File: src/logic/spi_reg_pkg.sv
package spi_reg_pkg;

    // the parameter word carries at most four bytes
    localparam int SPI_MAX_BYTES = 4;

    // command register contents, count sits above the command byte
    typedef struct packed {
        logic [3:0] count;  // parameter bytes to send, 0..4
        logic [7:0] cmd;    // first byte on the wire
    } spi_cmd_t;

    // write word as seen at the command register address
    typedef struct packed {
        logic [19:0] rsvd;  // ignored
        spi_cmd_t    cmd;
    } spi_cmd_word_t;

    // one handler write word, read either way depending on the target address
    typedef union packed {
        spi_cmd_word_t cmd_word;  // SPI_CMD_ADDR
        logic [31:0]   param;     // SPI_PARAM_ADDR
    } handler_word_u;

endpackage

File: src/logic/spi_shifter.sv
`timescale 1ns/10ps

module spi_shifter #(
    parameter int SPI_CLK_DIV = 4   // system clocks per sclk half period
) (
    input  logic                  clk,
    input  logic                  nRst,
    input  logic                  start_i,
    input  spi_reg_pkg::spi_cmd_t cmd_i,
    input  logic [31:0]           param_i,
    output logic                  busy_o,
    output logic                  sclk_o,
    output logic                  mosi_o,
    output logic                  cs_n_o
);
    import spi_reg_pkg::*;

    localparam int SREG_W = 8 * (SPI_MAX_BYTES + 1);   // command byte + params
    localparam int DW     = (SPI_CLK_DIV > 1) ? $clog2(SPI_CLK_DIV) : 1;

    logic [SREG_W-1:0] sreg;
    logic [DW-1:0]     div_cnt;
    logic [5:0]        bits_left;
    logic [3:0]        n_bytes;
    logic [SREG_W-1:0] load_word;
    logic [5:0]        load_bits;
    logic              load, half_tick, fall_edge;

    assign load      = start_i && !busy_o;
    assign half_tick = busy_o && (div_cnt == DW'(SPI_CLK_DIV - 1));
    assign fall_edge = half_tick && sclk_o;   // next bit goes out here

    // left-justify the counted low bytes of the parameter behind the command
    always_comb begin
        if (cmd_i.count > 4'(SPI_MAX_BYTES))
            n_bytes = 4'(SPI_MAX_BYTES);
        else
            n_bytes = cmd_i.count;
        load_word = {cmd_i.cmd, param_i << (8 * (SPI_MAX_BYTES - int'(n_bytes)))};
        load_bits = 6'(8 * (int'(n_bytes) + 1));
    end

    always_ff @(posedge clk) begin
        if (load)
            sreg <= load_word;
        else if (fall_edge)
            sreg <= {sreg[SREG_W-2:0], 1'b0};
    end

    // mode 0 with sclk idling low
    always_ff @(posedge clk, negedge nRst) begin
        if (!nRst) begin
            busy_o    <= 1'b0;
            cs_n_o    <= 1'b1;
            sclk_o    <= 1'b0;
            mosi_o    <= 1'b0;
            div_cnt   <= '0;
            bits_left <= '0;
        end else if (load) begin
            busy_o    <= 1'b1;
            cs_n_o    <= 1'b0;
            sclk_o    <= 1'b0;
            mosi_o    <= cmd_i.cmd[7];   // msb ready before the first rise
            div_cnt   <= '0;
            bits_left <= load_bits;
        end else if (busy_o) begin
            if (half_tick) begin
                div_cnt <= '0;
                if (!sclk_o) begin
                    sclk_o <= 1'b1;   // slave samples
                end else begin
                    sclk_o <= 1'b0;
                    if (bits_left == 6'd1) begin
                        busy_o    <= 1'b0;   // last bit is out
                        cs_n_o    <= 1'b1;
                        mosi_o    <= 1'b0;
                        bits_left <= '0;
                    end else begin
                        mosi_o    <= sreg[SREG_W-2];
                        bits_left <= bits_left - 6'd1;
                    end
                end
            end else begin
                div_cnt <= div_cnt + DW'(1);
            end
        end
    end

    // decoder must hold off parameter writes until the shift ends
    a_start_not_busy: assert property (@(posedge clk) disable iff (!nRst)
        start_i |-> !busy_o);

endmodule

File: config.mk
export PLATFORM = sky130hd
export DESIGN_NAME = spi_shifter
export DESIGN_NICKNAME = d
export VERILOG_FILES = /design/src/logic/spi_reg_pkg.sv /design/src/logic/spi_shifter.sv
export SDC_FILE = /design/constraint.sdc
export NUM_CORES = 1
export LEC_CHECK = 0
export BUFFER_PORTS_ARGS = -buffer_cell sky130_fd_sc_hd__buf_2
export CORE_MARGIN = 2
export CORE_UTILIZATION = 35
export CTS_BUF_LIST = sky130_fd_sc_hd__clkbuf_4
export DETAILED_ROUTE_END_ITERATION = 8
export GPL_TIMING_DRIVEN = 1
export SYNTH_ARGS = -nofsm -noshare
export SYNTH_HDL_FRONTEND = slang
export SYNTH_SLANG_ARGS = --single-unit
File: constraint.sdc
create_clock -name clk -period 3.87 [get_ports clk]
set_clock_uncertainty 0.15 [all_clocks]
set_input_delay 0.5805 -clock clk [delete_from_list [all_inputs] [get_ports clk]]
set_output_delay 0.5805 -clock clk [all_outputs]
set_load 0.02 [all_outputs]
* Word-level counts from Yosys, hierarchy flattened
Cells that the tools add are included.
Widths: inputs -> output; s select.
** Operators by class
- $lt $le $gt $ge :: 1
- Eq/ne operators :: 2
- Reductions and logical operators :: 12
- Add/sub/neg operators :: 4
- Shift operators :: 1
- Multiplexer cells :: 30
** Operator list (count)
- $mux 39 :: 2
- $shl 32x32->32 :: 1
- $mux 6 :: 5
- $mux 1 :: 19
- $reduce_bool 2->1 :: 5
- $eq 6x1->1 const B :: 1
- $mux 2 :: 3
- $sub 6x1->6 const B :: 1
- $sub 3x4->5 const A :: 1
- $gt 4x3->1 const B :: 1
- $mux 4 :: 1
- $reduce_and 4->1 :: 1
- $add 3x1->3 const B :: 1
- $logic_and 1x1->1 :: 3
- $reduce_and 3->1 :: 1
- $add 2x1->2 const B :: 1
- $eq 2x2->1 const B :: 1
- $reduce_and 2->1 :: 1
- $logic_not 1->1 :: 1
** Word-level totals
- Word-level logic and storage cells :: 57
- Flip-flop bits (word level) :: 51
- Input bits :: 47

* Depth between registers and ports, before layout
- Word-level depth :: 6
- Gate-level depth with buffers :: 12
- Mapped depth without buffers :: 9

* Worst setup path after synthesis
No wires, ideal clock.
- Path type :: input-to-reg
- Start point :: in cmd_i[11] (netlist bit)
- End point :: reg sreg[17] (data pin)
- Required time :: 3459 ps
- Library setup time :: 261 ps
- Path buffers :: 4
- Stages on the path :: 12
- Data arrival time :: 2486 ps
- Slack :: 973 ps
- Cells stage by stage :: nor3b_2 > buf_6 > inv_1 > buf_2 > ha_1 > inv_1 > ha_1 > and4bb_1 > buf_2 > and3_1 > buf_2 > a221o_1
** Between the ends
- Word-level cells in the longest chain between the ends :: 5
** RTL lines
- from (decl) :: RTL line spi_shifter.sv:9 : input spi_reg_pkg::spi_cmd_t cmd_i,
- $gt 4x3->1 :: RTL line spi_shifter.sv:35 : if (cmd_i.count > 4'(SPI_MAX_BYTES))
- $mux 4 (*) :: RTL line spi_shifter.sv:35
- $sub 3x4->5 (*) :: RTL line spi_shifter.sv:39 : load_word = {cmd_i.cmd, param_i << (8 * (SPI_MAX_BYTES - int'(n_bytes)))};
- $shl 32x32->32 (*) :: RTL line spi_shifter.sv:39
- $mux 39 (*) :: RTL line spi_shifter.sv:44 : if (load)
- to (signal assigned) :: RTL line spi_shifter.sv:45 : sreg <= load_word;
- to (signal assigned) :: RTL line spi_shifter.sv:47 : sreg <= {sreg[SREG_W-2:0], 1'b0};
- to (decl) :: RTL line spi_shifter.sv:21 : logic [SREG_W-1:0] sreg;
Every way passes the cells marked *; elsewhere a longest branch is shown, timed or not.
A chain may end at the register's enable or synchronous reset.

* Worst setup path after layout
- Start point :: in cmd_i[8] (netlist bit)
- End point :: reg sreg[7] (data pin)
The elaborated chain is that of the path after synthesis.

==> metrics <==
clock slew at reported path FFs 0.16 ns; largest cells by area after synthesis edfxtp_1 (43%), dfrtp_1 (10%), nand2_1 (7.1%), mux4_2 (6.7%), a22o_1 (5.5%); nets 328; critical path class in -> reg; DR WL met2 2.93 mm; asr flop ratio synth 23.5%; starting DRC count in detailed routing 143; leading area contributor after synthesis edfxtp_1; RSZ-0062 raised after global routing false; Ports 51; layout cells sized above 1 26.7%; flops & latches, synth 51; yosys warns 0; Slew Limit Fails 0; RD Place Congestion 0.864; Least-Margin Pin Slew 0.833 ns; Fin. Hold Viols 0; Core Area 7370 um^2; Lkg Pwr 1.25 nW; IO buf count 50; DRC violation count after routing 0; largest fanout on the critical path 18; CTS tree yes; GRT overflow 0; top post-synthesis cells by count nand2_1 (51), edfxtp_1 (39), a22o_1 (17), a21oi_1 (12); Routed Antenna Nets 0; Mapped Avg Cell Area 11.7 um^2; Clock Latency Late Sink 0.37 ns; crit-path max cell delay 0.46 ns; CP Cell Sequence buf_2, nor3b_4, inv_1, ha_1, inv_1, ha_1, and4bb_1, nand2b_1, nor2_2, a22o_1; die height 91.8 um; P&R area growth vs syn 15.6%; uppermost layer routed met4; Finish-stage setup viols 0; outcome complete, no violations; clock buffer depth 2; DRT met1 WL 2.61 mm; Mapped Area 2700 um^2; vias in the first global route 1920; total track usage 14.7%; startpoint types input port; Power per Cell Area 520 nW/um^2; Synth top area share 43.5%; CTS buffer count 5; Worst Hold Class in -> reg; slowest CP cell nand2b_1; final period utilization 79.2%; Worst EP arrival 3.16 ns; Initial Util 36.6%; kind of end point of the critical path flip-flop; die area 8420 um^2; most frequent cell after synthesis nand2_1; sum of negative setup slack 0 ns; Post-synth EDFFs 39; WL per Instance 15.9 um; synth unique cells 35; first drt pass iteration count 4; Pwr Total 1.62 mW; root buffer cell clkbuf_4; DP Wirelength 4.21 mm; top_reg_cell synth edfxtp_1; first-pass GRT wire length 9.71 mm; met3 WL post-DR 381 um; IR drop worst, VDD 194 uV; required time of the critical path 3.97 ns; worst relative slew slack 44.4%; CTS Sinks 51; Via density 5.25; Syn Nets 282; fillcell total 722; Max Fclk 326 MHz; max cap viols 0; number of core rows 31; Period minus WS final 3.06 ns; htree depth 2; pin count of the biggest net entering global routing 45; via count 1974; Die Wd 91.8 um; Routed Wire Length 5.96 mm; antenna violations before repair 0; diode count 0; Cells after Synth 230; register area share after synthesis 54.6%
critical path: cells and delay by family:
family / cells / cell delay, ns
simple gates: 4 / 1.47
buf+inv: 3 / 0.43
compound gates: 1 / 0.19
fa+ha+maj: 2 / 0.47
layout make-up:
cell class | instances | area (um^2) | share of cell area (%)
repair buffers | 55 | 303 | 9.71
flip-flops and latches | 51 | 1470 | 47.3
well taps | 99 | 124 | 3.97
clock buffers | 6 | 45.0 | 1.45
inverters | 5 | 18.8 | 0.602
multi-input cells | 158 | 1120 | 35.8
clock inverters | 2 | 36.3 | 1.16
stage by stage:
| step | setup WS, ns | area (um^2) | instances | hold WS, ns | utilization (%) |
|---|---|---|---|---|---|
| final | 0.806 | 3120 | 376 | 0.264 | 42.3 |
| after global routing | 0.513 | 3120 | 376 | 0.277 | 42.3 |
| after CTS | 0.788 | 3120 | 376 | 0.252 | 42.3 |
| after detailed placement | 0.417 | 3030 | 367 | 0.329 | 41.1 |
| after global placement | 0.518 | 3030 | 367 | 0.327 | 41.1 |
| after floorplan | 0.973 | 2700 | 230 | 0.135 | - |
report_power, final:
| group | leakage [nW] | internal, mW | total (mW) | switching (mW) |
|---|---|---|---|---|
| logic | 0.705 | 0.195 | 0.394 | 0.199 |
| clock network | 0.0462 | 0.144 | 0.317 | 0.172 |
| registers | 0.495 | 0.821 | 0.911 | 0.0906 |
final timing paths:
path                       startpoint          to  slack (ns)  depth (start not counted)
setup reg to reg               busy_o     sreg[7]        1.42                          4
max in group asynchronous        nRst      cs_n_o        2.84                          2
hold reg to reg            div_cnt[1]  div_cnt[1]        0.37                          1
min in group asynchronous        nRst  div_cnt[0]        0.46                          2
setup / recovery             cmd_i[8]     sreg[7]        0.81                         10
hold / removal               cmd_i[7]      mosi_o        0.26                          3
placed cells by master (no fill, tap or decap), drive strengths merged, types with 3 or more instances in the layout:
cell,instances
a21oi,12
a221o,8
a22o,17
buf,54
clkbuf,6
dfrtp,11
edfxtp,39
ha,5
inv,6
mux2i,10
mux4,8
nand2,51
nand2b,3
nand3,3
nand4,3
nor2,7
o21ai,11
or3,3
per-layer routing:
layer	GRT usage (%)	vias up
li1	-	958
met1	19.6	942
met2	25.0	69
met3	2.79	5
met4	3.36	0
met5	0	-
sequential cells by signal, indices dropped and copies added (netlist names):
register,flops
sreg,39
bits_left,6
div_cnt,2
busy_o,1
cs_n_o,1
mosi_o,1
sclk_o,1
timing repair:
action                                 4_1_cts  5_1_grt
hold buffers                                 1        0
endpoints found under the hold margin       11        0
setup buffers                                0        0
gates resized for setup                      0        0
logic make-up (layout without fill, tap and decap cells):
kind of cell | Yosys count | count (layout) | synth area share [%]
DFF | 51 | 51 | 54.6
and+or+nand+nor | 81 | 81 | 14.0
adders and majority gates | 5 | 5 | 2.32
xor gates and xnor gates | 1 | 1 | 0.325
buffers and inverters | 21 | 68 | 4.13
AOI/OAI and AO/OA | 53 | 53 | 14.2
muxes | 18 | 18 | 10.4
Note: power is estimated with default switching activity, not from simulation.
