File: src/logic/mmio_map_pkg.sv
package mmio_map_pkg;

    // single-word register addresses seen by the memory handler
    localparam logic [31:0] SPI_CMD_ADDR   = 32'd121212;  // spi command byte + byte count
    localparam logic [31:0] SPI_PARAM_ADDR = 32'd333333;  // spi parameter word, write starts shift
    localparam logic [31:0] TOUCH_ADDR     = 32'd923923;  // last xy word from the i2c reader

    // everything strictly below this byte address lives in the data sram
    localparam logic [31:0] SRAM_LIMIT = 32'd2048;

    // decoder FSM
    //   IDLE     accept a command, or stall in place with busy high
    //   MEM_WAIT sram read issued, data not back yet
    //   DONE     last busy cycle, busy drops on exit
    typedef enum logic [1:0] {
        IDLE,
        MEM_WAIT,
        DONE
    } dec_state_t;

endpackage

File: src/logic/spi_reg_pkg.sv
package spi_reg_pkg;

    // the parameter word carries at most four bytes
    localparam int SPI_MAX_BYTES = 4;

    // command register contents, count sits above the command byte
    typedef struct packed {
        logic [3:0] count;  // parameter bytes to send, 0..4
        logic [7:0] cmd;    // first byte on the wire
    } spi_cmd_t;

    // write word as seen at the command register address
    typedef struct packed {
        logic [19:0] rsvd;  // ignored
        spi_cmd_t    cmd;
    } spi_cmd_word_t;

    // one handler write word, read either way depending on the target address
    typedef union packed {
        spi_cmd_word_t cmd_word;  // SPI_CMD_ADDR
        logic [31:0]   param;     // SPI_PARAM_ADDR
    } handler_word_u;

endpackage

File: src/logic/mmio_decoder.sv
`timescale 1ns/10ps

module mmio_decoder (
    input  logic                 clk,
    input  logic                 nRst,
    // memory handler side
    input  logic                 read_i,
    input  logic                 write_i,
    input  logic [31:0]          address_i,
    input  logic [31:0]          wdata_i,
    output logic [31:0]          rdata_o,
    output logic                 busy_o,
    // data sram
    input  logic [31:0]          mem_rdata_i,
    input  logic                 mem_busy_i,
    output logic                 mem_read_o,
    output logic                 mem_write_o,
    output logic [31:0]          mem_addr_o,
    output logic [31:0]          mem_wdata_o,
    // spi master
    input  logic                 spi_busy_i,
    output spi_reg_pkg::spi_cmd_t spi_cmd_o,
    output logic [31:0]          spi_param_o,
    output logic                 spi_start_o,
    // touch latch
    input  logic [31:0]          touch_xy_i,
    input  logic                 touch_valid_i,
    output logic                 touch_take_o
);
    import mmio_map_pkg::*;
    import spi_reg_pkg::*;

    dec_state_t    state, state_next;
    logic          rest, rest_next;            // one idle cycle after busy falls
    logic          mem_rd_pend, mem_rd_pend_next;  // DONE must grab sram data
    logic          busy_next;
    logic          mem_read_next, mem_write_next;
    logic          spi_start_next, touch_take_next;
    spi_cmd_t      spi_cmd_next;
    logic [31:0]   rdata_next, mem_addr_next, mem_wdata_next, spi_param_next;
    handler_word_u hword;
    logic          rd_cmd, wr_cmd, in_sram;

    assign hword   = wdata_i;
    assign rd_cmd  = read_i && !write_i;   // both or neither is ignored
    assign wr_cmd  = write_i && !read_i;
    assign in_sram = address_i < SRAM_LIMIT;

    always_comb begin
        state_next       = state;
        rest_next        = 1'b0;
        mem_rd_pend_next = 1'b0;
        busy_next        = 1'b0;
        mem_read_next    = 1'b0;
        mem_write_next   = 1'b0;
        spi_start_next   = 1'b0;
        touch_take_next  = 1'b0;
        spi_cmd_next     = spi_cmd_o;   // held between command writes
        rdata_next       = rdata_o;
        mem_addr_next    = mem_addr_o;
        mem_wdata_next   = mem_wdata_o;
        spi_param_next   = spi_param_o;

        case (state)
            IDLE: begin
                if (rest) begin
                    busy_next = 1'b0;   // handler drops its command here
                end else if (rd_cmd) begin
                    busy_next = 1'b1;
                    if (address_i == TOUCH_ADDR) begin
                        if (touch_valid_i) begin   // otherwise stall
                            rdata_next      = touch_xy_i;
                            touch_take_next = 1'b1;
                            state_next      = DONE;
                        end
                    end else if (in_sram) begin
                        if (!mem_busy_i) begin
                            mem_read_next = 1'b1;
                            mem_addr_next = address_i;
                            state_next    = MEM_WAIT;
                        end
                    end else begin
                        rdata_next = '0;   // unmapped, registers are write only
                        state_next = DONE;
                    end
                end else if (wr_cmd) begin
                    busy_next = 1'b1;
                    if (address_i == SPI_CMD_ADDR) begin
                        spi_cmd_next = hword.cmd_word.cmd;
                        state_next   = DONE;
                    end else if (address_i == SPI_PARAM_ADDR) begin
                        if (!spi_busy_i) begin
                            spi_param_next = hword.param;
                            spi_start_next = 1'b1;
                            state_next     = DONE;
                        end
                    end else if (in_sram) begin
                        if (!mem_busy_i) begin
                            mem_write_next = 1'b1;
                            mem_addr_next  = address_i;
                            mem_wdata_next = wdata_i;
                            state_next     = DONE;
                        end
                    end else begin
                        state_next = DONE;   // dropped write
                    end
                end
            end
            MEM_WAIT: begin
                busy_next        = 1'b1;
                mem_rd_pend_next = 1'b1;
                state_next       = DONE;
            end
            DONE: begin
                if (mem_rd_pend)
                    rdata_next = mem_rdata_i;   // registered sram read lands now
                rest_next  = 1'b1;
                state_next = IDLE;
            end
            default: state_next = IDLE;
        endcase
    end

    always_ff @(posedge clk, negedge nRst) begin
        if (!nRst) begin
            state        <= IDLE;
            rest         <= 1'b0;
            mem_rd_pend  <= 1'b0;
            busy_o       <= 1'b0;
            mem_read_o   <= 1'b0;
            mem_write_o  <= 1'b0;
            spi_start_o  <= 1'b0;
            touch_take_o <= 1'b0;
            spi_cmd_o    <= '0;
        end else begin
            state        <= state_next;
            rest         <= rest_next;
            mem_rd_pend  <= mem_rd_pend_next;
            busy_o       <= busy_next;
            mem_read_o   <= mem_read_next;
            mem_write_o  <= mem_write_next;
            spi_start_o  <= spi_start_next;
            touch_take_o <= touch_take_next;
            spi_cmd_o    <= spi_cmd_next;
        end
    end

    always_ff @(posedge clk) begin
        rdata_o     <= rdata_next;
        mem_addr_o  <= mem_addr_next;
        mem_wdata_o <= mem_wdata_next;
        spi_param_o <= spi_param_next;
    end

    a_mem_one_strobe: assert property (@(posedge clk) disable iff (!nRst)
        !(mem_read_o && mem_write_o));

    // a new transfer may only start once the shifter has let go
    a_spi_start_idle: assert property (@(posedge clk) disable iff (!nRst)
        $rose(spi_start_o) |-> !spi_busy_i);

endmodule

File: config.mk
export PLATFORM = sky130hd
export DESIGN_NAME = mmio_decoder
export DESIGN_NICKNAME = d
export VERILOG_FILES = /design/src/logic/mmio_map_pkg.sv /design/src/logic/spi_reg_pkg.sv /design/src/logic/mmio_decoder.sv
export SDC_FILE = /design/constraint.sdc
export NUM_CORES = 1
export LEC_CHECK = 0
export ABC_AREA = 1
export BUFFER_PORTS_ARGS = -buffer_cell sky130_fd_sc_hd__buf_2
export CAP_MARGIN = 10
export CORE_ASPECT_RATIO = 1.75
export CORE_UTILIZATION = 40
export CTS_BUF_LIST = sky130_fd_sc_hd__clkbuf_2 sky130_fd_sc_hd__clkbuf_4 sky130_fd_sc_hd__clkbuf_8
export DETAILED_ROUTE_END_ITERATION = 10
export GPL_TIMING_DRIVEN = 0
export PLACE_DENSITY = 0.74
export RECOVER_POWER = 50
export SETUP_SLACK_MARGIN = 0.02
export SLEW_MARGIN = 20
export SYNTH_ARGS = -nofsm -noshare
export SYNTH_HDL_FRONTEND = slang
export SYNTH_SLANG_ARGS = --single-unit
File: constraint.sdc
create_clock -name clk -period 4.7 [get_ports clk]
set_input_delay 0.705 -clock clk [delete_from_list [all_inputs] [get_ports clk]]
set_output_delay 0.705 -clock clk [all_outputs]
set_load 0.05 [all_outputs]
== Word-level counts from Yosys, hierarchy flattened ==
Cells that the tools add are included.

* Register bits: 149
* Bits in latches: 0
* Memory bits (writable): 0
* Memory bits (read-only): 0
* Memories kept: 0

* Add/sub/neg operators: 0
* $mul: 0
* Div/mod/pow operators: 0
* Order comparisons: 1
* Equality and inequality tests: 18
* Shifts and indexed selects: 0
* Mux-type cells: 57
* Bitwise operators: 6
* Reduce and logical (&&, ||, !) cells: 13

{| class="wikitable"
|+ Operators by type and width
! cell !! number
|-
| $mux W32 || 13
|-
| $pmux W32 S2 || 1
|-
| $eq A32 B17 Y1 const B || 1
|-
| $eq A32 B19 Y1 const B || 1
|-
| $eq A32 B20 Y1 const B || 1
|-
| $lt A32 B12 Y1 const B || 1
|-
| $mux W1 || 29
|-
| $mux W2 || 12
|-
| $reduce_and A6 Y1 || 3
|-
| $ne A2 B2 Y1 const B || 6
|-
| $ne A5 B5 Y1 const B || 2
|-
| $ne A3 B3 Y1 const B || 3
|-
| $reduce_and A8 Y1 || 1
|-
| $reduce_and A7 Y1 || 1
|-
| $ne A6 B6 Y1 const B || 1
|-
| $not A1 Y1 || 6
|-
| $reduce_and A5 Y1 || 1
|-
| $ne A4 B4 Y1 const B || 1
|-
| $pmux W2 S2 || 1
|-
| $reduce_bool A2 Y1 || 2
|-
| $eq A2 B1 Y1 const B || 1
|-
| $eq A2 B2 Y1 const B || 1
|-
| $logic_and A1 B1 Y1 || 2
|-
| $logic_not A1 Y1 || 2
|-
| 2 further kinds || 2
|}

== Depth between registers and ports, before layout ==
* Depth after elaboration: 8
* Depth in mapped cells: 12
* Depth with buffers taken out: 11

== Least setup slack after synthesis ==
Ideal clock, no wire load.

* Path kind: in2reg
* Start point: in write_i
* End point: reg spi_param_o[0], enable pin
* Library setup time: 502 ps
* Arrival: 4,297 ps
* Required time: 4,198 ps
* Slack: -99 ps
* Cell stages on the path: 5
* Buffers on the path: 0
* Cell sequence: inv_1 ha_1 inv_1 nand2_1 nor4_1

* Cells in the longest elaborated chain, start to end: 4

{| class="wikitable"
|+ RTL lines
! item !! line !! source
|-
| from (decl) || mmio_decoder.sv:8 || <nowiki>input logic write_i,</nowiki>
|-
| $logic_not A1 Y1 || mmio_decoder.sv:45 || <nowiki>assign rd_cmd = read_i && !write_i;</nowiki>
|-
| $logic_and A1 B1 Y1 || mmio_decoder.sv:45 ||
|-
| $not A1 Y1 (no source line) || - ||
|-
| $reduce_and A7 Y1 (no source line) * || - ||
|-
| to (signal assigned) || mmio_decoder.sv:152 || <nowiki>spi_param_o <= spi_param_next;</nowiki>
|-
| to (decl) || mmio_decoder.sv:23 || <nowiki>output logic [31:0] spi_param_o,</nowiki>
|}

Mark *: on every way between the ends. The rest lies on a longest branch, timed or not.
A chain may end at the register's enable or synchronous reset.

== Worst setup path after layout ==
* Start point: in address_i[21]
* End point: reg mem_wdata_o[5], enable pin

* Cells in the longest elaborated chain, start to end: 3

{| class="wikitable"
|+ RTL lines
! item !! line !! source
|-
| from (decl) || mmio_decoder.sv:9 || <nowiki>input logic [31:0] address_i,</nowiki>
|-
| parallel branches: the longest is 2 deep, another holds $lt A32 B12 Y1 || - ||
|-
| $reduce_and A8 Y1 (no source line) * || - ||
|-
| to (signal assigned) || mmio_decoder.sv:151 || <nowiki>mem_wdata_o <= mem_wdata_next;</nowiki>
|-
| to (decl) || mmio_decoder.sv:19 || <nowiki>output logic [31:0] mem_wdata_o,</nowiki>
|}

Mark *: on every way between the ends.

==> impl_metrics.toml <==
[grt]
grt_max_degree = 24
globalRouteOverflowTotal = 0
antenna_violations_before_repair = 0
global_route.usage.total = 0.203
via_count_of_the_first_global_routing_pass = 4281
grt_pass1_wl_um = 22100

[placement]
dp_hpwl_um = 11500
port-buffer-count = 279
routability_congestion_estimate = 0.825
placedCellCount = 894
detailedPlace.worstSlack_ns = 1.69

[timing]
fin_worst_skew_ns = 0.0148
max_freq_mhz = 391
number_of_failing_setup_endpoints_in_the_final_timing_report = 0
timing.setup.tns_ns = 0
final-max-slew-violation-count = 0
finalWorstPathRequiredPeriod_ns = 2.56
setup_slack_of_the_critical_path_after_layout_ns = 2.14
max_slew_margin = 0.193
rsz0062_at_grt = "false"
slew_at_the_pin_with_the_worst_max_slew_slack_ns = 1.21
finalCritPeriodShare = 0.544
finalHoldWorstSlack_ns = 0.447
final-hold-violation-count = 0

[synthesis]
ys_seq_elements = 149
synth_top_area_cell = "edfxtp_1"
synth_cell_type_count = 24
post_synth.cell_area_avg_sq_um = 13.1
synth.yosys.seq_area_share = 0.775
syn_nets = 567
mappedNetlistArea_sq_um = 5640
netlist_instances = 430
synth.area.top_cells = "edfxtp_1 (68%), dfrtp_1 (9.3%), nand2_1 (8.4%)"
synth.top_cell.area_share = 0.682
synth-warning-count = 0

[clocking]
post_cts_buffers = 0
ctsLongestPathBuffers = 2
ctsResizeCount = 0
postCtsHoldBufs = 0
h-tree-depth = 4
clock_latency_ns = 0.44
tritoncts.num_buffers = 17
cts.reportedPaths.clkPinSlew_ns = 0.10
tritoncts_num_sinks = 149
clock_tree_from_tritoncts = "yes"
clock-root-buffer = "clkbuf_8"

[route]
drc_errors = 0
initial_detailed_routing_violation_count = 167
dr_total_vias = 4304
routed_wirelength_um = 14400
antenna_left = 0
drtPass1Iterations = 4
avgRoutedWirePerCell_um = 15.5
viasPerCell = 4.65

[setup_path]
crit_path_max_fanout = 10
worst-endpoint-arrival_ns = 2.70
max_stage_delay_ns = 0.50
cp_capture_point = "mem_wdata_o[5]"
crit-reg2reg-capture = "mem_wdata_o[5]"
crit_path_leading_delay_family = "simple AND/OR/NAND/NOR gates"
criticalPathCategory = "in -> reg"
slowest_stage_cell_on_the_critical_path = "nor3_2"
worst-r2r-setup-slack_ns = 2.15
path_depth = 9
critical_path.startpoint_type = "input port"
worst_ep_required_time_ns = 4.84
worst_setup_end_kind = "register"
crit_chain = "buf_2 > nor2_1 > nand2_1 > nor2_1 > nand3_1 > nor3_2 > buf_4 > buf_4 > buf_4"
ff2ff_path_depth = 6
origin_of_the_worst_setup_path = "address_i[21]"
regToRegStartpoint = "state[0]"
worst-path-buf-inv = 4
worst_path_most_repeated_cell = "buf_4"

[floorplan]
floorplan.die.height_um = 159
die_ar_sq_um = 14600
rows = 57
initial_cell_density_of_the_core = 0.408
die_x_um = 91.8
i_o_pin_total = 280
placeableCoreArea_sq_um = 13800

[cells_and_area]
diodes = 0
layout.area.seq_sq_um = 4370
multi_input_area_sq_um = 1100
final_layout_size_suffix_gt1_frac = 0.306
layout.cells.non_filler = 926
layout.nets = 873
num-fill-cells = 1235
area_growth_pct = 35.6

[run_status]
run_status = "finished clean"

[pwr]
total_leakage_power_nw = 3.26
vdd_drop_max_mv = 0.176
power-per-cell-area_nw_per_um2 = 401

[flow_run]
max_cap_viol_count = 0

[hold_path]
min-delay-path-class = "in -> reg"
worst min-delay path by stage:
stage / start / end / slack (ns) / cells past startpoint
after CTS: nRst / spi_cmd_o[6] / 0.21 / 1
after detailed placement: spi_cmd_o[3] / spi_cmd_o[3] / 0.46 / 2
after global routing: wdata_i[21] / spi_param_o[21] / 0.40 / 1
after floorplan: nRst / busy_o / 0.41 / 0
final: wdata_i[12] / mem_wdata_o[12] / 0.45 / 1
after global placement: spi_cmd_o[4] / spi_cmd_o[4] / 0.45 / 2
Yosys cell counts, drive strengths merged:
| master | number |
|---|---|
| a21oi | 2 |
| nor2 | 42 |
| buf | 10 |
| nor3 | 6 |
| nand3 | 52 |
| clkbuf | 2 |
| nand4 | 2 |
| nor2b | 1 |
| o31ai | 1 |
| dfrtp | 21 |
| a31oi | 1 |
| ha | 2 |
| inv | 29 |
| edfxtp | 128 |
| o21ai | 1 |
| nand2 | 128 |
| nor4 | 2 |
worst register-to-register path, stage by stage, from the launching register on:
cell and delay (ns):
dfrtp_1 0.44, nor2_1 0.41, nand3_1 0.21, nor3_2 0.47, buf_4 0.29, buf_4 0.22, buf_4 0.23
area by class of cell:
type | count | area share
tap | 177 | 0.0290
clock inverter | 15 | 0.0240
inverter | 29 | 0.0142
timing repair buffer | 287 | 0.180
sequential | 149 | 0.571
multi-input combinational | 240 | 0.143
buffer | 12 | 0.00769
clock buffer | 17 | 0.0306
layout by cell type (no fill, tap or decap), types with 2 or more instances in the layout:
master / n
buf_16: 2
buf_2: 172
buf_4: 6
buf_6: 2
bufinv_16: 2
clkbuf_1: 115
clkbuf_8: 17
clkinvlp_4: 2
dfrtp_1: 21
edfxtp_1: 128
ha_1: 2
inv_1: 27
inv_2: 2
inv_6: 5
inv_8: 4
nand2_1: 126
nand2_2: 2
nand3_1: 48
nand3_2: 4
nand4_1: 2
nor2_1: 39
nor2_2: 2
nor3_1: 5
sequential cells by signal, indices dropped and copies added, names as in the netlist:
name          count
spi_param_o      32
touch_take_o      1
busy_o            1
rest              1
state             2
spi_start_o       1
rdata_o          32
mem_read_o        1
spi_cmd_o        12
mem_wdata_o      32
mem_rd_pend       1
mem_write_o       1
mem_addr_o       32
power by group:
part | internal [mW] | total (mW) | switching (mW)
combinational | 0.128 | 0.507 | 0.379
sequential | 1.51 | 1.52 | 0.0163
clock | 0.497 | 1.04 | 0.541
total | 2.13 | 3.07 | 0.937
stage by stage:
step                      power [mW]  area (sq um)  utilization
final                           3.07          7650        0.553
after floorplan                 1.89          5650            -
after global routing            3.21          7650        0.553
after detailed placement        2.08          7420        0.536
after CTS                       3.12          7840        0.566
after global placement          2.06          7260        0.525
logic make-up after synthesis:
logic type | after synthesis | share of synthesized area
compound gates | 5 | 0.00510
fa+ha+maj | 2 | 0.00444
buf+inv | 41 | 0.0353
flops | 149 | 0.775
simple gates | 233 | 0.180
layer usage:
metal	routed length [um]	track usage	vias to the layer above
li1	-	-	2085
met1	4940	0.201	1947
met2	7890	0.383	241
met3	1140	0.0635	31
met4	418	0.0852	0
met5	0	0	-
(Power assumes the default switching activity.)
