`src/logic/touch_latch.sv`:
```
`timescale 1ns/10ps

module touch_latch (
    input  logic        clk,
    input  logic        nRst,
    input  logic [31:0] i2c_xy_i,     // coordinate from the i2c reader
    input  logic        i2c_done_i,   // one-cycle pulse, new xy present
    input  logic        take_i,       // decoder has returned the xy
    output logic [31:0] xy_o,
    output logic        valid_o
);

    // newest coordinate overwrites an unread one
    always_ff @(posedge clk) begin
        if (i2c_done_i)
            xy_o <= i2c_xy_i;
    end

    always_ff @(posedge clk, negedge nRst) begin
        if (!nRst) begin
            valid_o <= 1'b0;
        end else if (i2c_done_i) begin
            valid_o <= 1'b1;   // fresh data wins over a take
        end else if (take_i) begin
            valid_o <= 1'b0;
        end
    end

    // decoder only consumes a coordinate that is there
    a_take_when_valid: assert property (@(posedge clk) disable iff (!nRst)
        take_i |-> valid_o);

endmodule

```
`config.mk`:
```
export PLATFORM = sky130hd
export DESIGN_NAME = touch_latch
export DESIGN_NICKNAME = d
export VERILOG_FILES = /design/src/logic/touch_latch.sv
export SDC_FILE = /design/constraint.sdc
export NUM_CORES = 1
export LEC_CHECK = 0
export BUFFER_PORTS_ARGS = -buffer_cell sky130_fd_sc_hd__buf_4
export CAP_MARGIN = 5
export CORE_MARGIN = 3
export CORE_UTILIZATION = 40
export DETAILED_ROUTE_END_ITERATION = 16
export PLACE_DENSITY = 0.78
export RECOVER_POWER = 50
export SYNTH_ARGS = -nofsm -noshare
export SYNTH_HDL_FRONTEND = slang
export SYNTH_SLANG_ARGS = --single-unit
```
`constraint.sdc`:
```
create_clock -name clk -period 1 [get_ports clk]
set_input_delay 0 -clock clk [delete_from_list [all_inputs] [get_ports clk]]
set_output_delay 0 -clock clk [all_outputs]
set_load 0.05 [all_outputs]
```
Word-level counts from Yosys, hierarchy flattened. Cells that the tools add are included.

Reduce and logical (&&, ||, !) cells: 1. Mux-type cells: 2.

Operator list (number): two-way mux 1 bit (2); nonzero test 2 bit (1).

Register bits after elaboration: 33.

Depth between registers and ports, before layout. Gate-level depths: netlist of the first run.

Depth in word-level cells: 2. Mapped depth: 2. Gate-level depth less buffers: 2.

Least setup slack after synthesis of the first run. No wires, ideal clock.

Path kind: reg2reg. Start: register, netlist name valid_o. End: register valid_o. Slack: 0.107 ns. Required time: 0.882 ns. Cell stages (with the launch flop): 2. Setup time: 0.118 ns. Arrival time: 0.775 ns. Cells stage by stage: dfrtp_1 a21o_1.

RTL lines: end signal, assigned (RTL line 21) `valid_o <= 1'b0;`; end signal, assigned (RTL line 23) `valid_o <= 1'b1;`; end signal, assigned (RTL line 25) `valid_o <= 1'b0;`; end, declared (RTL line 10) `output logic valid_o`.

Worst setup path in the final report of the first run.
Start: register xy_o[10]. End: output port xy_o[10].

RTL lines: start, declared (RTL line 9) `output logic [31:0] xy_o,`; start signal, assigned (RTL line 16) `xy_o <= i2c_xy_i;`.

No word-level cell between the ends.

==> results of run 1 <==
routing by layer:
metal | up-vias | track usage, %
met3 | 8 | 7.42
met1 | 373 | 25.0
met5 | - | 0
li1 | 361 | -
met4 | 0 | 8.14
met2 | 47 | 37.7
path summary, 6_finish.rpt:
path,from,end,slack [ns],cells past startpoint
setup / recovery,xy_o[10]$_DFFE_PP_,xy_o[10],0.05,1
hold / removal,i2c_xy_i[0],xy_o[0]$_DFFE_PP_,0.38,2
setup reg to reg,valid_o$_DFFE_PN0P_,valid_o$_DFFE_PN0P_,0.34,1
hold reg to reg,valid_o$_DFFE_PN0P_,valid_o$_DFFE_PN0P_,0.49,1
max in group asynchronous,nRst,valid_o$_DFFE_PN0P_,0.41,3
min in group asynchronous,nRst,valid_o$_DFFE_PN0P_,0.49,3
synth_stat cells:
cell type   n  area (sq um)
a21o_1      1          7.51
dfrtp_1     1          25.0
edfxtp_1   32           961
inv_1       1          3.75
registers in the layout, indices dropped and copies added (netlist names):
register,flops
valid_o,1
xy_o,32
power groups by stage:
stage | Combinational, W | Clock, W | Sequential (W)
detailed placement | 0.000680 | 0 | 0.00170
CTS | 0.000792 | 0.000771 | 0.00167
finish | 0.000790 | 0.000762 | 0.00168
global placement | 0.000669 | 0 | 0.00169
floorplan | 0.00000282 | 0 | 0.00208
global route | 0.000821 | 0.000851 | 0.00169
per-stage QoR:
stage	total power, W	hold WS (ns)
6_report	0.00323	0.385
5_1_grt	0.00336	0.388
4_1_cts	0.00323	0.121
3_5_place_dp	0.00238	-0.224
3_3_place_gp	0.00236	-0.223
2_1_floorplan	0.00208	-0.296
final cells by class:
type                            count  area [sq um]
Clock buffer                        8          58.8
Fill cell                         117           348
Inverter                            1          3.75
Multi-Input combinational cell      1          7.51
Sequential cell                    33           986
Tap cell                           28          35.0
Timing Repair Buffer              103           858
repair_timing:
| item | in CTS | in global routing |
|---|---|---|
| buffers inserted | 0 | 0 |
| hold buffers | 35 | 0 |
| endpoints found under the hold margin | 34 | 0 |
logic make-up after synthesis:
kind of cell,count (synthesis),synth area share [%]
DFF,33,98.9
AOI/OAI and AO/OA,1,0.753
buffers and inverters,1,0.376
==> impl_results.md, run 1 <==
* Layout Nets at around 180
* DR WL/cell at ~17 microns
* Avg Cell Area, Syn at about 28 sq um
* Worst Path Arrival at 0.95 ns
* Mapped cell area at 997 sq um
* Gpl congestion at 0.736
* Initial antenna violation count at 0
* Setup Total Neg Slack at 0 ns
* Area growth syn-to-layout at 95.5%
* Pins Over Slew Limit at 0
* Final hold violations at 0
* F_max at about 1100 MHz
* CP cell instances: buf_4
* CP max stage cell: edfxtp_1
* Clock power frac at between 20% and 30%
* Total gr overflow at 0
* Endpoints failing setup at 0
* Fin cells at about 170
* WL met3 at between 200 and 300 microns
* Clock-pin slew on the worst setup and hold paths at approximately 0.1 ns
* # IOs at 69
* Total length of routed met2 wires at ~1600 microns
* Site Rows at 17
* Die area at between 3000 and 4000 sq um
* RSZ-0062 raised after global routing: no
* Hold WC Path Type: input pin to flop
* Post-route setup slack at around 0.048 ns
* Final ANT Viol Nets at 0
* Post-CTS sizing at 0
* Switching share of power at between 20% and 30%
* P_int at roughly 0.0023 W
* Root buffer cell: clkbuf_4
* Pleak at about 0.84 nW
* Initial DRC Count at 10
* Worst-path fanout max at 1
* Pre-CTS WS at about 0.28 ns
* Max Cap Viol at 0
* Layout Utilization at a little over four fifths
* Synthesized flop and latch total at 33
* Peak supply drop at around 0.0012 V
* DR top layer: met4
* DP HPWL at roughly 1700 microns
* # port buffers at 68
* Syn Nets at slightly above 70
* Switching pwr at 0.000943 W
* Kind of critical path: flop to output port
* Vias in the first global route at about 860
* DRT Pass-1 Iters at 4
* First-pass GRT wire length at 4840 microns
* Placed Cells at ~130
* Clock skew at 0 ns
* Share of cells above drive strength 1 at between 50 and 60%
* Unique masters post-synth at 4
* Pin count of the biggest net entering global routing at 34
* Worst slew margin at 48.3%
* CTS buffer count at 5
* Clock sinks at 33
* Sequential-to-total area share from yosys stat at between 90% and 100%
* Die H at approximately 56 microns
* Power Density at approximately 1700 nW/um^2
* Core ar. at approximately 2300 sq um
* Critical path buffer and inverter count at 1
* Status: finished clean
* Metal1 wirelength at about 1100 microns
* Post-route minimum period at around 0.95 ns
* Insertion delay to the later sink of the worst-skew pair at roughly 0.33 ns
* Final Cell Area at roughly 2000 sq um
* Endpoint class of the critical path: output port
* Synth warnings at 0
* Total GRT Usage at between 20% and 30%
* CTS max path bufs at 2
* Syn Inst Count at 35
* Total wire length at roughly 3000 microns
* # DRC at 0
* CTS tree: built
* Slowest cell delay on critical path at between 0.4 and 0.5 ns
* Dpl cell area at around 1500 sq um
* Data required time at the worst endpoint at 1.00 ns
* Sequential power share at about 52%
* Most common cell after layout, fill and taps aside: buf_4
* Vias at a little under 800
* N_diodes at 0
* Worst slew pin tran at between 0.7 and 0.8 ns
* Vias/cell at 4.53
* Starting Density at 43.4%
* Most frequent cells in the layout: buf_4 (51), dlygate4sd3_1 (35), edfxtp_1 (32)
* H-tree levels at 2
* Die width at around 56 microns
* Worst path top cell family by delay: flip-flops
* Gate power share at 24.5%
* Final Cycle Share at a little over nine tenths
* Critical path launch point type: flop
(Power assumes the default switching activity.)
==> inputs of run 2 (changes only) <==
Settings changed: PLACE_DENSITY 0.78 to default, PLACE_DENSITY_LB_ADDON from default to 0.08.
==> run 2 against run 1 <==
  * Cell area down 0.39%
  * Critical endpoint unchanged
  * Fmax up 3.5%
  * Hold slack better by 0.020 ns
==> impl_results.md, run 2 (same netlist as run 1, synthesis figures left out) <==
* Most frequent cells in the layout: buf_4 (50), dlygate4sd3_1 (35), edfxtp_1 (32)
* RSZ-0062 raised after global routing: no
* DRT Pass-1 Iters at 4
* Post-CTS sizing at 0
* Clock sinks at 33
* Placed Cells at 131
* First-pass GRT wire length at roughly 3800 microns
* Site Rows at 17
* CP cell instances: buf_4
* Peak supply drop at about 0.0013 V
* Layout Utilization at between 80% and 90%
* Root buffer cell: clkbuf_4
* Total power at around 0.0031 W
* Endpoint class of the critical path: output port
* Worst slew pin tran at between 0.7 and 0.8 ns
* Max FFs per register at 32
* Gpl congestion at roughly 0.62
* Status: finished clean
* Insertion delay to the later sink of the worst-skew pair at approximately 0.31 ns
* Final Cycle Share at 92.0%
* Total wire length at 2430 microns
* Initial DRC Count at 8
* Worst path top cell family by delay: flip-flops
* M2 GR Usage at 27.7%
* Met3 global-route usage at approximately 7.4%
* Starting Density at 43.4%
* Slowest cell delay on critical path at around 0.4 ns
* CTS buffer count at 5
* Power Density at roughly 1600 nW/um^2
* Fin cells at approximately 170
* CP max stage cell: edfxtp_1
* # port buffers at 68
* Final Cell Area at between 1500 and 2000 sq um
* Clock-pin slew on the worst setup and hold paths at around 0.090 ns
* Kind of critical path: flop to output port
* F_max at between 1000 and 1500 MHz
* Most common cell after layout, fill and taps aside: buf_4
* Vias/cell at ~4.2
* Critical path buffer and inverter count at 1
* Post-route minimum period at 0.920 ns
* Critical path launch point type: flop
* # IOs at between 60 and 70
* Share of cells above drive strength 1 at between 50% and 60%
* Die area at around 3100 sq um
* Fillers at between 100 and 150
* DR WL/cell at about 14 microns
* Pleak at ~0.84 nW
* Final hold violations at 0
* Worst slew margin at between 40% and 50%
* Data required time at the worst endpoint at 1.00 ns
* Die width at ~56 microns
* Worst Path Arrival at 0.92 ns
* Total gr overflow at 0
* CTS tree: built
* Total GRT Usage at ~16%
* Dpl cell area at 1540 sq um
* Vias in the first global route at around 820
* Area growth syn-to-layout at 94.7%
* Core ar. at roughly 2300 sq um
* Initial antenna violation count at 0
* Setup Total Neg Slack at 0 ns
* Max Cap Viol at 0
* Worst-path fanout max at 1
* # DRC at 0
* Hold WC Path Type: input pin to flop
* Setup bufs post-CTS at 0
* GR Util met1 at ~18%
* Final ANT Viol Nets at 0
* Pin count of the biggest net entering global routing at 34
* Die H at roughly 56 microns
* Most flops, register: xy_o
* N_diodes at 0
* Vias at 737
* GRT busiest layer: met2
* Clock skew at 0 ns
* Endpoints failing setup at 0
* CTS max path bufs at 2
* Layout Nets at about 180
* H-tree levels at 2
* Top Registers: xy_o x32, valid_o x1
* Pins Over Slew Limit at 0
## run 2: cell types whose count changed in the layout (fill, tap and decap cells not counted)
cell and delta:
clkbuf_8 -1, buf_4 -1, clkbuf_1 -1, clkinv_2 +2
clkbuf_4 +1
## run 2: cell type report
class | count | area (sq um) | area share [%]
clock inverter | 2 | 10.0 | 0.515
multi-input combinational | 1 | 7.51 | 0.387
inverter | 1 | 3.75 | 0.193
tap | 28 | 35.0 | 1.80
clock buffer | 6 | 41.3 | 2.13
timing repair buffer | 103 | 858 | 44.2
sequential | 33 | 986 | 50.8
## run 2: path summary, 6_finish.rpt
path,from,to,slack (ns),cells after the start
max,xy_o[10]$_DFFE_PP_,xy_o[10],0.08,1
min reg2reg,valid_o$_DFFE_PN0P_,valid_o$_DFFE_PN0P_,0.50,1
min,i2c_xy_i[2],xy_o[2]$_DFFE_PP_,0.40,2
min in group asynchronous,nRst,valid_o$_DFFE_PN0P_,0.53,3
max reg2reg,valid_o$_DFFE_PN0P_,valid_o$_DFFE_PN0P_,0.34,1
max in group asynchronous,nRst,valid_o$_DFFE_PN0P_,0.37,3
## run 2: stage by stage
step | setup slack, ns | hold WS, ns
6_report | 0.0803 | 0.405
5_1_grt | 0.0232 | 0.404
2_1_floorplan | 0.107 | -0.296
3_3_place_gp | 0.304 | -0.224
3_5_place_dp | 0.288 | -0.223
4_1_cts | 0.0574 | 0.119
## run 2: what timing repair did
item                                   CTS  global route
hold buffers                            35             0
setup endpoints to repair                0             0
endpoints found under the hold margin   34             0
## run 2: metal layers
metal	wire [microns]	share of wire, %
met5	0	0
met4	59	2.4
met3	209	8.6
met2	1260	52
met1	898	37
## run 2: power by group
group          switching [W]  internal, W
combinational       0.000481     0.000301
clock               0.000404     0.000268
sequential         0.0000318      0.00164
total               0.000917      0.00220
==> inputs of run 3 (changes only) <==
Settings changed: ABC_AREA from default to 1.
==> run 3 against run 2 <==
  * Flip-flop and latch count unchanged
  * Wire length up 1.0%
  * Sequential share of layout area down 0.098 points
  * Largest power group unchanged
  * Combinational power about the same
  * Fmax down 2.7%
==> impl_results.md, run 3 <==
* Vias in the first global route at between 700 and 800
* Initial DRC Count at 13
* Final Cell Area at 1950 sq um
* Die area at around 3100 sq um
* Clock skew at 0 ns
* Share of cells above drive strength 1 at about half
* Syn Inst Count at 37
* Worst path top cell family by delay: flip-flops
* Synth top cells by count: edfxtp_1 (32), inv_1 (2), nand2_1 (2), dfrtp_1 (1)
* Clock-pin slew on the worst setup and hold paths at approximately 0.090 ns
* Final hold violations at 0
* Synth warnings at 0
* Vias at between 700 and 800
* CTS buffer count at 5
* Most frequent cells in the layout: buf_4 (50), dlygate4sd3_1 (35), edfxtp_1 (32)
* Area growth syn-to-layout at 94.4%
* Largest area contributor in the netlist: edfxtp_1
* N_diodes at 0
* Site Rows at 17
* Critical path buffer and inverter count at 1
* Hold WC Path Type: input pin to flop
* Vias/cell at ~4.2
* Post-route minimum period at 0.945 ns
* Worst Path Arrival at about 0.95 ns
* CTS max path bufs at 2
* Critical path launch point type: flop
* Syn Nets at between 70 and 80
* Top Registers: xy_o x32, valid_o x1
* CP max stage cell: edfxtp_1
* Root buffer cell: clkbuf_4
* Ys async rst share at under 10%
* CP cell instances: buf_4
* Final Cycle Share at between 90% and 100%
* Avg Cell Area, Syn at 27.1 sq um
* Total gr overflow at 0
* Most common cell after layout, fill and taps aside: buf_4
* # port buffers at between 60 and 70
* # DRC at 0
* First-pass GRT wire length at 3940 microns
* Initial antenna violation count at 0
* Worst slew pin tran at 0.754 ns
* Ys flop type: edfxtp_1
* Final ANT Viol Nets at 0
* H-tree levels at 2
* Power Density at 1610 nW/um^2
* Endpoint class of the critical path: output port
* DP HPWL at between 1000 and 1500 microns
* Sequential-to-total area share from yosys stat at between 90% and 100%
* Dpl cell area at between 1500 and 2000 sq um
* Status: finished clean
* Layout Nets at about 180
* Unique masters post-synth at 4
* Area fraction of the dominant cell type after synthesis at between 90% and 100%
* DRT Pass-1 Iters at 4
* Kind of critical path: flop to output port
* Starting Density at a little over two fifths
* Total wire length at 2450 microns
* Max FFs per register at 32
* Mapped cell area at between 1000 and 1500 sq um
* Total GRT Usage at ~18%
* F_max at 1060 MHz
* Setup Total Neg Slack at 0 ns
* Clock sinks at 33
* Data required time at the worst endpoint at 1.00 ns
* # IOs at 69
* Pleak at around 0.84 nW
* Slowest cell delay on critical path at slightly above 0.4 ns
* Insertion delay to the later sink of the worst-skew pair at about 0.32 ns
* CTS tree: built
* Die width at between 50 and 60 microns
* Worst slew margin at between 40% and 50%
* DR WL/cell at between 10 and 15 microns
* Setup bufs post-CTS at 0
* Peak supply drop at 0.00161 V
* Synthesized flop and latch total at 33
* Most flops, register: xy_o
* Most common cell in the netlist: edfxtp_1
* Die H at 56.0 microns
* Endpoints failing setup at 0
* Max Cap Viol at 0
* Gpl congestion at about 0.65
* Pin count of the biggest net entering global routing at 34
* Pins Over Slew Limit at 0
* Top post-synthesis cells by area: edfxtp_1 (96%), dfrtp_1 (2.5%), inv_1 (0.75%)
* RSZ-0062 raised after global routing: no
* Hold slack at roughly 0.37 ns
* Layout Utilization at between 80 and 90%
* Core ar. at 2300 sq um
* Number of synthesized flops with an enable pin at 32
* Worst-path fanout max at 1
==> run 3: cell types whose count changed in the layout (fill, tap and decap cells not counted), sizes merged <==
cell / delta
a21o: -1
inv: +1
nand2: +2
==> run 3: final cells by class <==
class,count,area (sq um)
sequential,33,986
timing repair buffer,103,858
fill,112,352
clock buffer,6,41.3
tap,28,35.0
clock inverter,2,10.0
multi-input combinational,2,7.51
inverter,2,7.51
==> run 3: power by group <==
group / internal [W] / total (W) / switching [W]
sequential: 0.00164 / 0.00167 / 0.0000313
clock: 0.000267 / 0.000676 / 0.000408
combinational: 0.000300 / 0.000783 / 0.000482
==> run 3: path summary, 6_finish.rpt <==
check | start | cells past startpoint | to | slack, ns
min in group asynchronous | nRst | 3 | valid_o$_DFFE_PN0P_ | 0.54
hold / removal | i2c_done_i | 3 | valid_o$_DFFE_PN0P_ | 0.37
setup / recovery | xy_o[21]$_DFFE_PP_ | 1 | xy_o[21] | 0.05
setup reg to reg | valid_o$_DFFE_PN0P_ | 2 | valid_o$_DFFE_PN0P_ | 0.39
max in group asynchronous | nRst | 3 | valid_o$_DFFE_PN0P_ | 0.36
hold reg to reg | valid_o$_DFFE_PN0P_ | 2 | valid_o$_DFFE_PN0P_ | 0.50
==> run 3: timing repair <==
| item | in CTS | in global routing |
|---|---|---|
| hold buffers | 35 | 0 |
| hold endpoints to repair | 34 | 0 |
| gates resized for setup | 0 | 0 |
==> run 3: cells by family after synthesis <==
family	share of synthesized area [%]
buf+inv	0.750
flops	98.5
simple gates	0.750
==> run 3: layer usage <==
metal	global-route usage, %	share of wire [%]
met5	0	0
met1	16.8	32
met3	6.26	8.9
met2	33.4	58
met4	7.12	1.5
==> run 3: stage by stage <==
stage               total power, W  worst slack, ns  instances
floorplan                  0.00208            0.168         37
global placement           0.00237            0.303        133
detailed placement         0.00237            0.297        133
CTS                        0.00314           0.0701        176
global route               0.00325           0.0116        176
finish                     0.00313           0.0547        176
